===== src/source/qd_cfg.svh =====
// Global widths for the decode stage; QD_RID_BITS above 6 shrinks the I and B fields of the word
`ifndef QD_CFG_SVH
`define QD_CFG_SVH

// ============================================================================
// Datapath widths
// ============================================================================

// Width of the decoded immediate after sign extension, 32 or 64
`define QD_IMM_BITS 32

// Architectural register id width, 6 gives 64 registers
// The instruction field layout in qdIsaPkg is derived from this value
`define QD_RID_BITS 6

// Fixed instruction word width of the ISA
`define QD_INSN_BITS 32

`endif


===== src/source/qdIsaPkg.sv =====
// Instruction set description; field widths follow QD_RID_BITS and must all stay positive
`include "qd_cfg.svh"

package qdIsaPkg;

	// ========================================================================
	// Field widths
	// ========================================================================

	localparam int OPC_BITS  = 7;
	localparam int RID_BITS  = `QD_RID_BITS;
	localparam int REST_BITS = `QD_INSN_BITS - OPC_BITS;
	localparam int COND_BITS = 4;
	// Whatever is left over after the register fields of each format
	localparam int FUNC_BITS = REST_BITS - 3 * RID_BITS;
	localparam int IMM_BITS  = REST_BITS - 2 * RID_BITS;
	localparam int DISP_BITS = REST_BITS - COND_BITS - 2 * RID_BITS;

	// Opcodes known to the decoder, any other encoding is illegal
	typedef enum logic [OPC_BITS-1:0] {
		OP_NOP   = 7'h00,
		OP_ADD   = 7'h02,
		OP_ADDI  = 7'h04,
		OP_LOAD  = 7'h10,
		OP_STORE = 7'h18,
		OP_Bcc   = 7'h28,
		OP_BccU  = 7'h29,
		OP_ENTER = 7'h30,
		OP_LEAVE = 7'h31,
		OP_PUSH  = 7'h32,
		OP_POP   = 7'h33
	} opcode_e;

	// ========================================================================
	// Instruction word views, opcode always in the low bits
	// ========================================================================

	typedef struct packed {
		logic [REST_BITS-1:0] rest;
		opcode_e              opcode;
	} anyView_t;

	// Register format, also the base for I format rd and rs1
	typedef struct packed {
		logic [FUNC_BITS-1:0] func;
		logic [RID_BITS-1:0]  rs2;
		logic [RID_BITS-1:0]  rs1;
		logic [RID_BITS-1:0]  rd;
		opcode_e              opcode;
	} rView_t;

	typedef struct packed {
		logic [IMM_BITS-1:0] imm;
		logic [RID_BITS-1:0] rs1;
		logic [RID_BITS-1:0] rd;
		opcode_e             opcode;
	} iView_t;

	// Branch format, STORE reuses it with disp as offset and rs2 as data
	typedef struct packed {
		logic [DISP_BITS-1:0] disp;
		logic [RID_BITS-1:0]  rs2;
		logic [RID_BITS-1:0]  rs1;
		logic [COND_BITS-1:0] cond;
		opcode_e              opcode;
	} bView_t;

	typedef union packed {
		anyView_t any;
		rView_t   r;
		iView_t   i;
		bView_t   b;
	} instruction_t;

endpackage


===== src/source/qdDecodePkg.sv =====
// Decode result types; the opcode field keeps the raw encoding even when it is illegal
`include "qd_cfg.svh"

package qdDecodePkg;

	// ========================================================================
	// Register specifiers
	// ========================================================================

	// Fields a format does not carry are zero
	typedef struct packed {
		logic [`QD_RID_BITS-1:0] rd;
		logic [`QD_RID_BITS-1:0] rs1;
		logic [`QD_RID_BITS-1:0] rs2;
		logic                    writesRd;
	} regFields_t;

	// ========================================================================
	// Decoded bundle handed to the next stage
	// ========================================================================

	typedef struct packed {
		qdIsaPkg::opcode_e       opcode;
		regFields_t              regs;
		logic [`QD_IMM_BITS-1:0] imm;
		logic                    hasImm;
		// Control transfer or macro sequencing, see qdDecodeBranch
		logic                    branch;
		logic                    isLoad;
		logic                    isStore;
		// Set alone, every other flag is clear for an unknown opcode
		logic                    illegal;
	} decoded_t;

endpackage


===== src/source/qdDecodeBranch.sv =====
// Purely combinational; macro opcodes count as branches because they sequence the front end
module qdDecodeBranch
(
	input  qdIsaPkg::instruction_t instr,
	output logic                   branch
);

	// Conditional branches, signed and unsigned compare
	function automatic logic fnIsCondBranch(input qdIsaPkg::instruction_t ir);
		case (ir.any.opcode)
			qdIsaPkg::OP_Bcc, qdIsaPkg::OP_BccU: return 1'b1;
			default: return 1'b0;
		endcase
	endfunction

	// Macro instructions that the front end expands into sequences
	function automatic logic fnIsMacro(input qdIsaPkg::instruction_t ir);
		case (ir.any.opcode)
			qdIsaPkg::OP_ENTER,
			qdIsaPkg::OP_LEAVE,
			qdIsaPkg::OP_PUSH,
			qdIsaPkg::OP_POP: return 1'b1;
			default: return 1'b0;
		endcase
	endfunction

	// Either kind redirects fetch, so one flag covers both
	always_comb
	begin
		branch = fnIsCondBranch(instr) | fnIsMacro(instr);
	end

endmodule


===== src/source/qdDecodeRegs.sv =====
// Purely combinational; register zero is hardwired, so rd of zero never counts as a write
module qdDecodeRegs
(
	input  qdIsaPkg::instruction_t  instr,
	output qdDecodePkg::regFields_t regs
);

	// Opcode class that targets a destination register
	logic hasRd;

	always_comb
	begin
		regs  = '0;
		hasRd = 1'b0;
		case (instr.any.opcode)
			// R format carries all three specifiers
			qdIsaPkg::OP_ADD:
			begin
				regs.rd  = instr.r.rd;
				regs.rs1 = instr.r.rs1;
				regs.rs2 = instr.r.rs2;
				hasRd    = 1'b1;
			end
			// I format shares rd and rs1 positions with R, no rs2
			qdIsaPkg::OP_ADDI, qdIsaPkg::OP_LOAD:
			begin
				regs.rd  = instr.r.rd;
				regs.rs1 = instr.r.rs1;
				hasRd    = 1'b1;
			end
			// B layout sits after the condition field, so take both sources from the B view
			// STORE reads its base from rs1 and its data from rs2
			qdIsaPkg::OP_Bcc, qdIsaPkg::OP_BccU, qdIsaPkg::OP_STORE:
			begin
				regs.rs1 = instr.b.rs1;
				regs.rs2 = instr.b.rs2;
			end
			// NOP, macros and illegal encodings carry no specifiers here
			default:
			begin
				hasRd = 1'b0;
			end
		endcase
		// Writes to register zero are dropped at decode
		regs.writesRd = hasRd && (regs.rd != '0);
	end

endmodule


===== src/source/qdDecodeImm.sv =====
// Purely combinational; QD_IMM_BITS must be at least as wide as the I and B fields
`include "qd_cfg.svh"

module qdDecodeImm
(
	input  qdIsaPkg::instruction_t  instr,
	output logic [`QD_IMM_BITS-1:0] imm,
	output logic                    hasImm
);

	// ========================================================================
	// Sign extension of the two immediate fields
	// ========================================================================

	localparam int IW = qdIsaPkg::IMM_BITS;
	localparam int DW = qdIsaPkg::DISP_BITS;

	logic [`QD_IMM_BITS-1:0] immI;
	logic [`QD_IMM_BITS-1:0] immB;

	// Both candidates are formed every cycle, the opcode picks one below
	always_comb
	begin
		immI = {{(`QD_IMM_BITS - IW){instr.i.imm[IW-1]}}, instr.i.imm};
		immB = {{(`QD_IMM_BITS - DW){instr.b.disp[DW-1]}}, instr.b.disp};
	end

	// ========================================================================
	// Format selection
	// ========================================================================

	always_comb
	begin
		imm    = '0;
		hasImm = 1'b0;
		case (instr.any.opcode)
			qdIsaPkg::OP_ADDI, qdIsaPkg::OP_LOAD:
			begin
				imm    = immI;
				hasImm = 1'b1;
			end
			// Branch displacement and store offset share the B field
			qdIsaPkg::OP_Bcc, qdIsaPkg::OP_BccU, qdIsaPkg::OP_STORE:
			begin
				imm    = immB;
				hasImm = 1'b1;
			end
			default:
			begin
				hasImm = 1'b0;
			end
		endcase
	end

endmodule


===== src/source/qdDecodeMerge.sv =====
// One cycle latency, no back-pressure; dec holds its last value while instrValid is low
`include "qd_cfg.svh"

module qdDecodeMerge
(
	input  logic                    clk,
	input  logic                    rstN,
	input  logic                    instrValid,
	input  qdIsaPkg::instruction_t  instr,
	input  logic                    branch,
	input  qdDecodePkg::regFields_t regs,
	input  logic [`QD_IMM_BITS-1:0] imm,
	input  logic                    hasImm,
	output logic                    decValid,
	output qdDecodePkg::decoded_t   dec
);

	qdDecodePkg::decoded_t nextDec;

	// ========================================================================
	// Opcode class and bundle assembly
	// ========================================================================

	always_comb
	begin
		nextDec         = '0;
		nextDec.opcode  = instr.any.opcode;
		nextDec.regs    = regs;
		nextDec.imm     = imm;
		nextDec.hasImm  = hasImm;
		nextDec.branch  = branch;
		case (instr.any.opcode)
			qdIsaPkg::OP_LOAD:  nextDec.isLoad  = 1'b1;
			qdIsaPkg::OP_STORE: nextDec.isStore = 1'b1;
			// Remaining known opcodes need no class flag here
			qdIsaPkg::OP_NOP, qdIsaPkg::OP_ADD, qdIsaPkg::OP_ADDI,
			qdIsaPkg::OP_Bcc, qdIsaPkg::OP_BccU,
			qdIsaPkg::OP_ENTER, qdIsaPkg::OP_LEAVE,
			qdIsaPkg::OP_PUSH, qdIsaPkg::OP_POP:
				nextDec.illegal = 1'b0;
			// Anything outside the enumeration, the sub-decoders already gave zeros
			default: nextDec.illegal = 1'b1;
		endcase
	end

	// ========================================================================
	// Output register
	// ========================================================================

	// decValid mirrors instrValid one edge later, the bundle loads only on valid
	always_ff @(posedge clk or negedge rstN)
	begin
		if (!rstN)
		begin
			decValid <= 1'b0;
			dec      <= '0;
		end
		else
		begin
			decValid <= instrValid;
			if (instrValid)
				dec <= nextDec;
		end
	end

endmodule


===== src/source/qdDecodeStage.sv =====
// Decode stage top; one word per cycle, fixed one-cycle latency, no ready or stall input
`include "qd_cfg.svh"

module qdDecodeStage
(
	input  logic                   clk,
	input  logic                   rstN,
	input  logic                   instrValid,
	input  qdIsaPkg::instruction_t instr,
	output logic                   decValid,
	output qdDecodePkg::decoded_t  dec
);

	// Combinational decoder results, all from the same word
	logic                    branch;
	qdDecodePkg::regFields_t regs;
	logic [`QD_IMM_BITS-1:0] imm;
	logic                    hasImm;

	qdDecodeBranch qdDecodeBranch_i
	(
		.instr  (instr),
		.branch (branch)
	);

	qdDecodeRegs qdDecodeRegs_i
	(
		.instr (instr),
		.regs  (regs)
	);

	qdDecodeImm qdDecodeImm_i
	(
		.instr  (instr),
		.imm    (imm),
		.hasImm (hasImm)
	);

	// Only the merge holds state and drives the stage outputs
	qdDecodeMerge qdDecodeMerge_i
	(
		.clk        (clk),
		.rstN       (rstN),
		.instrValid (instrValid),
		.instr      (instr),
		.branch     (branch),
		.regs       (regs),
		.imm        (imm),
		.hasImm     (hasImm),
		.decValid   (decValid),
		.dec        (dec)
	);

endmodule


===== config.mk =====
export PLATFORM = sky130hd
export DESIGN_NAME = qdDecodeStage
export DESIGN_NICKNAME = d
export VERILOG_FILES = /design/src/source/qdIsaPkg.sv /design/src/source/qdDecodePkg.sv /design/src/source/qdDecodeBranch.sv /design/src/source/qdDecodeRegs.sv /design/src/source/qdDecodeImm.sv /design/src/source/qdDecodeMerge.sv /design/src/source/qdDecodeStage.sv
export VERILOG_INCLUDE_DIRS = /design/src /design/src/source
export SDC_FILE = /design/constraint.sdc
export NUM_CORES = 1
export LEC_CHECK = 0
export BUFFER_PORTS_ARGS = -buffer_cell sky130_fd_sc_hd__clkbuf_2
export CAP_MARGIN = 0
export CELL_PAD_IN_SITES_DETAIL_PLACEMENT = 1
export CELL_PAD_IN_SITES_GLOBAL_PLACEMENT = 1
export CORE_ASPECT_RATIO = 2
export CORE_MARGIN = 3
export CORE_UTILIZATION = 29
export DETAILED_ROUTE_END_ITERATION = 7
export GPL_TIMING_DRIVEN = 0
export PLACE_DENSITY = 0.62
export REMOVE_ABC_BUFFERS = 1
export SYNTH_ARGS = -nofsm -noshare
export SYNTH_HDL_FRONTEND = slang
export SYNTH_HIERARCHICAL = 1
export SYNTH_SLANG_ARGS = --single-unit

===== constraint.sdc =====
create_clock -name clk -period 1.6 [get_ports clk]
set_input_delay 0.08 -clock clk [delete_from_list [all_inputs] [get_ports clk]]
set_output_delay 0.08 -clock clk [all_outputs]
set_load 0.005 [all_outputs]

==> out/results.tsv, run 1 <==
metric	value	unit
Final Hold Vio Count	0	
Reg2Reg Depth	2	
Pre-antenna DRT Iters	4	
P_int	2850	uW
fin. max-slew vios	0	
vias in the first global route	2248	
critical path launch point type	input pin	
r2r endpoint	qdDecodeMerge_i/dec[0]	
die width	79.0	um
Synth area leader	dfrtp_1	
Nets	345	
initial core utilization	30.1	%
Mapped Cells	227	
die area	0.0120	mm2
vias per std cell	4.69	
drt initial violations	93	
pin count of the biggest net entering global routing	68	
Worst Skew	0	ns
clock sink total	64	
CP endpoint kind	flop	
Cell variety after synth	38	
CTS clock-pin slew for the worst setup and hold paths	0.05	ns
Setup CP Type	in -> reg	
total track usage	13.1	%
root buffer cell	clkbuf_16	
Flop pwr share	45.2	%
Crit path required time	1.86	ns
via count	2106	
Synth top cells by count	dfrtp_1 (64), mux2_2 (59), buf_4 (25), a22o_2 (19), and2_1 (6)	
worst-skew pair later-pin latency	0.32	ns
Max Cap Violations	0	
power per cell area	969	mW/mm2
Max clock buf depth	2	
routed length per instance	16.9	um
sw power	887	uW
register area share after synthesis	51.8	%
CTS tree	built	
post-route ant nets	0	
Routability Congestion	0.698	
slew margin rel.	37.4	%
number of flops mapped to enable cells by yosys	0	
area grow syn2layout	24.5	%
Leakage	0.00200	uW
row cnt	52	
I/O Buffers	98	
core area	0.0103	mm2
RSZ-0062 raised after global routing	false	
CP max FO	12	
status	complete, no violations	
number of fill cells in the layout	1154	
Mapped Area	0.00309	mm2
Net Sw Frac	23.8	%
I/O pin cnt	99	
Clk pwr share	46.0	%
ys async rst share	100	%
antenna violations before repair	0	
reg2reg start	qdDecodeMerge_i/dec[0]	
most common cell in the netlist	dfrtp_1	
WHS	0.113	ns
first-pass GRT wire length	12200	um
Num CTS Buffers	9	
Congestion Overflow GR	0	
setup violators final	0	
Hold WC Path Type	in -> reg	
routed wire length	7590	um
critical path arrival	1.71	ns
Final HPWL DP	5420	um
setup_tns	0	ns
Seq cells post-synth	64	
DRC Markers	0	
Avg Inst Size Synth	13.6	um2
Comb pwr share	8.8	%
Chip Height	152	um
fin crit share	90.8	%
post-synth top area share	51.8	%
fmax	688	MHz
VDD IR-drop max	0.474	mV
H-Tree Depth	3	
share of layout cells above drive strength 1	65.0	%
Final min period	1.45	ns
Critical Path Sink	qdDecodeMerge_i/dec[41]	
r2r setup slk	0.75	ns
antenna cells	0	
main area contributors after synthesis	dfrtp_1 (52%), mux2_2 (21%), a22o_2 (6.1%)	
predominant post-synthesis flop cell	dfrtp_1	
Crit. Startpoint	instr[1]	
Worst Max-Slew Pin Slew	0.938	ns
synth warn	6	
## per-stage QoR
stage | std cells | area, um2 | utilization [%] | worst slack, ns | power [uW]
finish | 449 | 3850 | 37.5 | 0.147 | 3730
global route | 449 | 3850 | 37.5 | 0.0236 | 3910
CTS | 447 | 3840 | 37.3 | 0.0611 | 3810
detailed placement | 430 | 3550 | 34.5 | -0.860 | 2050
global placement | 429 | 3520 | 34.3 | -0.784 | 2040
floorplan | 196 | 2860 | - | -0.0394 | 1820
## layout make-up
| type | count | area (um2) | share of cell area [%] |
|---|---|---|---|
| Multi-Input combinational cell | 129 | 1270 | 32.9 |
| Clock buffer | 11 | 233 | 6.04 |
| Tap cell | 135 | 169 | 4.39 |
| Clock inverter | 4 | 22.5 | 0.585 |
| Sequential cell | 64 | 1600 | 41.6 |
| Timing Repair Buffer | 103 | 548 | 14.2 |
| Inverter | 3 | 11.3 | 0.292 |
## what timing repair did
item / 4_1_cts / 5_1_grt
hold endpoints to repair: 24 / 0
setup buffers: 1 / 2
resized for setup: 3 / 0
pin swaps: 1 / 1
hold buffers: 1 / 0
setup endpoints to repair: 20 / 20
## worst min path at each step
stage,depth (start not counted),startpoint,to,slack (ns)
finish,3,instr[9],qdDecodeMerge_i/dec[52],0.11
global route,3,instr[8],qdDecodeMerge_i/dec[51],0.12
floorplan,0,rstN,qdDecodeMerge_i/decValid,-0.22
detailed placement,1,rstN,qdDecodeMerge_i/dec[9],0.05
global placement,3,instr[10],qdDecodeMerge_i/dec[53],0.43
CTS,3,instr[8],qdDecodeMerge_i/dec[51],0.1
## critical path: stages
cell      delay (ns)
clkbuf_2        0.18
or4b_1          0.56
a21oi_2         0.48
a22o_2          0.26
mux2_2          0.14
## registers in the layout, summed over array words and instances, names as in the netlist
name / cells
qdDecodeMerge_i/decValid: 1
qdDecodeMerge_i/dec: 63
## power groups by stage
stage	sequential, uW	combinational [uW]	clock (uW)
2_1_floorplan	1720	104	0
4_1_cts	1690	339	1790
3_3_place_gp	1710	321	0
5_1_grt	1690	363	1860
6_report	1690	329	1720
3_5_place_dp	1720	333	0
## cells in the final DEF, fill, tap and decap left out, drive strengths merged
cell	synthesis	layout
and2	6	6
nor4	2	2
nor3	1	1
nor3b	1	1
o22ai	2	2
o21ai	3	3
clkinv	0	3
nand2b	3	3
and3	1	1
nor4b	1	1
o21a	1	1
dlygate4sd3	0	1
mux2	59	59
a21oi	2	2
nor2	3	3
or4	2	2
inv	3	3
xnor2	1	1
o31a	1	1
nand2	1	1
nor2b	2	2
buf	30	4
clkinvlp	0	1
nand3b	2	2
clkbuf	1	109
a41o	1	1
or4b	2	2
or2	1	1
a22o	24	24
xor2	1	1
a2111oi	1	1
o211a	2	2
or3b	2	2
dfrtp	64	64
and3b	1	1
## cells by family after synthesis
kind of cell,Yosys count,share of synthesized area [%]
xor gates and xnor gates,2,0.566
muxes,59,21.5
AOI/OAI and AO/OA,37,11.0
buffers and inverters,34,7.77
DFF,64,51.8
and+or+nand+nor,31,7.40
## layer usage
metal	GRT usage [%]	routed length (um)	share of wire, %	vias to the layer above
met5	0	0	0	-
met4	6.15	132	1.7	0
met3	2.61	299	3.9	7
met2	23.5	4240	56	50
met1	14.3	2920	38	1070
li1	-	-	-	979
Note: power is estimated with default switching activity, not from simulation.
==> inputs of run 2 (changes only) <==
Settings changed: CELL_PAD_IN_SITES_DETAIL_PLACEMENT 1 to unset, CELL_PAD_IN_SITES_GLOBAL_PLACEMENT 1 to unset, PLACE_DENSITY 0.62 to 0.51.
==> out/results.tsv, run 2 (same netlist as run 1, synthesis figures left out) <==
metric	value	unit	change
I/O Buffers	98		unchanged
DR top layer	met4		
number of flip-flops in the largest register	63		unchanged
CP max FO	15		+3
wl on met1	2770	um	-5.2%
Pre-antenna DRT Iters	4		unchanged
Final HPWL DP	5100	um	-5.9%
total track usage	12.9	%	-0.18 points
status	complete, no violations		
Final Hold Vio Count	0		unchanged
worst hold stages	3		unchanged
critical path arrival	1.58	ns	-0.13 ns
Crit path required time	1.86	ns	about the same
Max Cap Violations	0		unchanged
post-route cell area	0.00393	mm2	+2.1%
VDD IR-drop max	0.798	mV	+68%
most common cell after layout, fill and taps aside	clkbuf_2		
fin. max-slew vios	0		unchanged
worst-skew pair later-pin latency	0.32	ns	about the same
routed wire length	7290	um	-4.0%
Congestion Overflow GR	0		unchanged
Chip Height	152	um	unchanged
routed length per instance	16.2	um	-4.0%
H-Tree Depth	3		unchanged
antenna cells	0		unchanged
DRC Markers	0		unchanged
Reg2Reg Depth	2		unchanged
area grow syn2layout	27.1	%	
most frequent cells in the layout	clkbuf_2 (96), dfrtp_1 (64), mux2_2 (59)		
die area	0.0120	mm2	unchanged
met2 routed wirelength	4090	um	-3.5%
Max clock buf depth	2		unchanged
Hold WC Path Type	in -> reg		
critical path launch point type	input pin		
Placed Area	0.00356	mm2	+0.21%
I/O pin cnt	99		unchanged
row cnt	52		unchanged
Worst Skew	0	ns	unchanged
PnR worst setup slack	0.277	ns	+0.129 ns
power per cell area	1050	mW/mm2	+8.5%
fin crit share	82.7	%	-8.1 points
antenna violations before repair	0		unchanged
Nets	345		unchanged
CP endpoint kind	flop		
first-pass GRT wire length	11900	um	-2.1%
Final min period	1.32	ns	-0.129 ns
Power Total	4140	uW	+11%
Routability Congestion	0.685		-1.7%
post-route ant nets	0		unchanged
number of fill cells in the layout	1070		-7.3%
Top Registers	qdDecodeMerge_i/dec x63, qdDecodeMerge_i/decValid x1		
Most flops, register	qdDecodeMerge_i/dec		
via count	2081		-1.2%
Worst Max-Slew Pin Slew	0.900	ns	-0.0385 ns
root buffer cell	clkbuf_16		
share of layout cells above drive strength 1	65.3	%	+0.32 points
pin count of the biggest net entering global routing	68		unchanged
core area	0.0103	mm2	unchanged
Setup CP Type	in -> reg		
drt initial violations	98		+5.4%
Num CTS Buffers	9		unchanged
CTS clock-pin slew for the worst setup and hold paths	0.05	ns	about the same
WL met3	284	um	-5.0%
Leakage	0.00204	uW	+1.8%
DP Worst Slack	-0.856	ns	+0.00419 ns
CTS tree	built		
vias per std cell	4.63		-1.2%
setup violators final	0		unchanged
vias in the first global route	2234		-0.62%
fmax	756	MHz	+9.8%
slew margin rel.	40.0	%	+2.6 points
die width	79.0	um	unchanged
initial core utilization	30.1	%	unchanged
setup_tns	0	ns	unchanged
RSZ-0062 raised after global routing	false		
clock sink total	64		unchanged
-- run 2: changes by cell type in the layout (fill, tap and decap cells not counted) --
cell        delta
a21oi_4        +1
clkinv_2       -2
a21oi_2        -1
clkbuf_8       +2
buf_16         +1
buf_12         -1
clkbuf_1       -1
clkinvlp_4     -1
bufinv_16      +2
-- run 2: metal layers --
| layer | up-vias | track usage, % |
|---|---|---|
| li1 | 976 | - |
| met1 | 1048 | 14.0 |
| met2 | 48 | 22.8 |
| met3 | 9 | 3.32 |
| met4 | 0 | 5.90 |
| met5 | - | 0 |
-- run 2: cell type report --
cell class	instances	area [um2]	share of cell area (%)
sequential	64	1600	40.7
clock buffer	12	256	6.52
inverter	3	11.3	0.286
tap	135	169	4.30
multi-input combinational	129	1270	32.4
clock inverter	3	65.1	1.65
timing repair buffer	103	556	14.1
-- run 2: critical path, cell delays in order --
cell and delay, ns:
clkbuf_2 0.27, or3b_2 0.52, a21oi_4 0.20, buf_4 0.21, a22o_1 0.16, mux2_2 0.14
-- run 2: repair_timing --
action	CTS	global route
endpoints found under the setup margin	20	30
pin swaps	1	1
setup buffers	1	2
resized for setup	3	1
cloned	0	0
hold buffers	1	0
hold endpoints to repair	64	0
-- run 2: stage by stage --
stage / utilization, % / std cells / hold slack [ns]
2_1_floorplan: - / 196 / -0.216
3_3_place_gp: 34.3 / 429 / 0.437
3_5_place_dp: 34.6 / 430 / -0.0581
4_1_cts: 38.0 / 447 / 0.0964
5_1_grt: 38.3 / 449 / 0.105
6_report: 38.3 / 449 / 0.114
-- run 2: where the power goes --
part	total [uW]	switching (uW)	leakage (uW)	internal, uW
registers	1690	22.7	0.000870	1670
logic	328	176	0.00101	152
clock network	2120	684	0.000159	1440
total	4140	883	0.00204	3250
-- run 2: worst paths after layout --
check / startpoint / slack [ns] / end
worst min-delay path: instr[10] / 0.11 / qdDecodeMerge_i/dec[53]
min in group asynchronous: rstN / 0.14 / qdDecodeMerge_i/dec[7]
worst max-delay path: instr[4] / 0.28 / qdDecodeMerge_i/dec[16]
max in group asynchronous: rstN / 0.92 / qdDecodeMerge_i/dec[41]
worst min register to register: qdDecodeMerge_i/dec[6] / 0.50 / qdDecodeMerge_i/dec[6]
worst max register to register: qdDecodeMerge_i/dec[0] / 0.75 / qdDecodeMerge_i/dec[0]
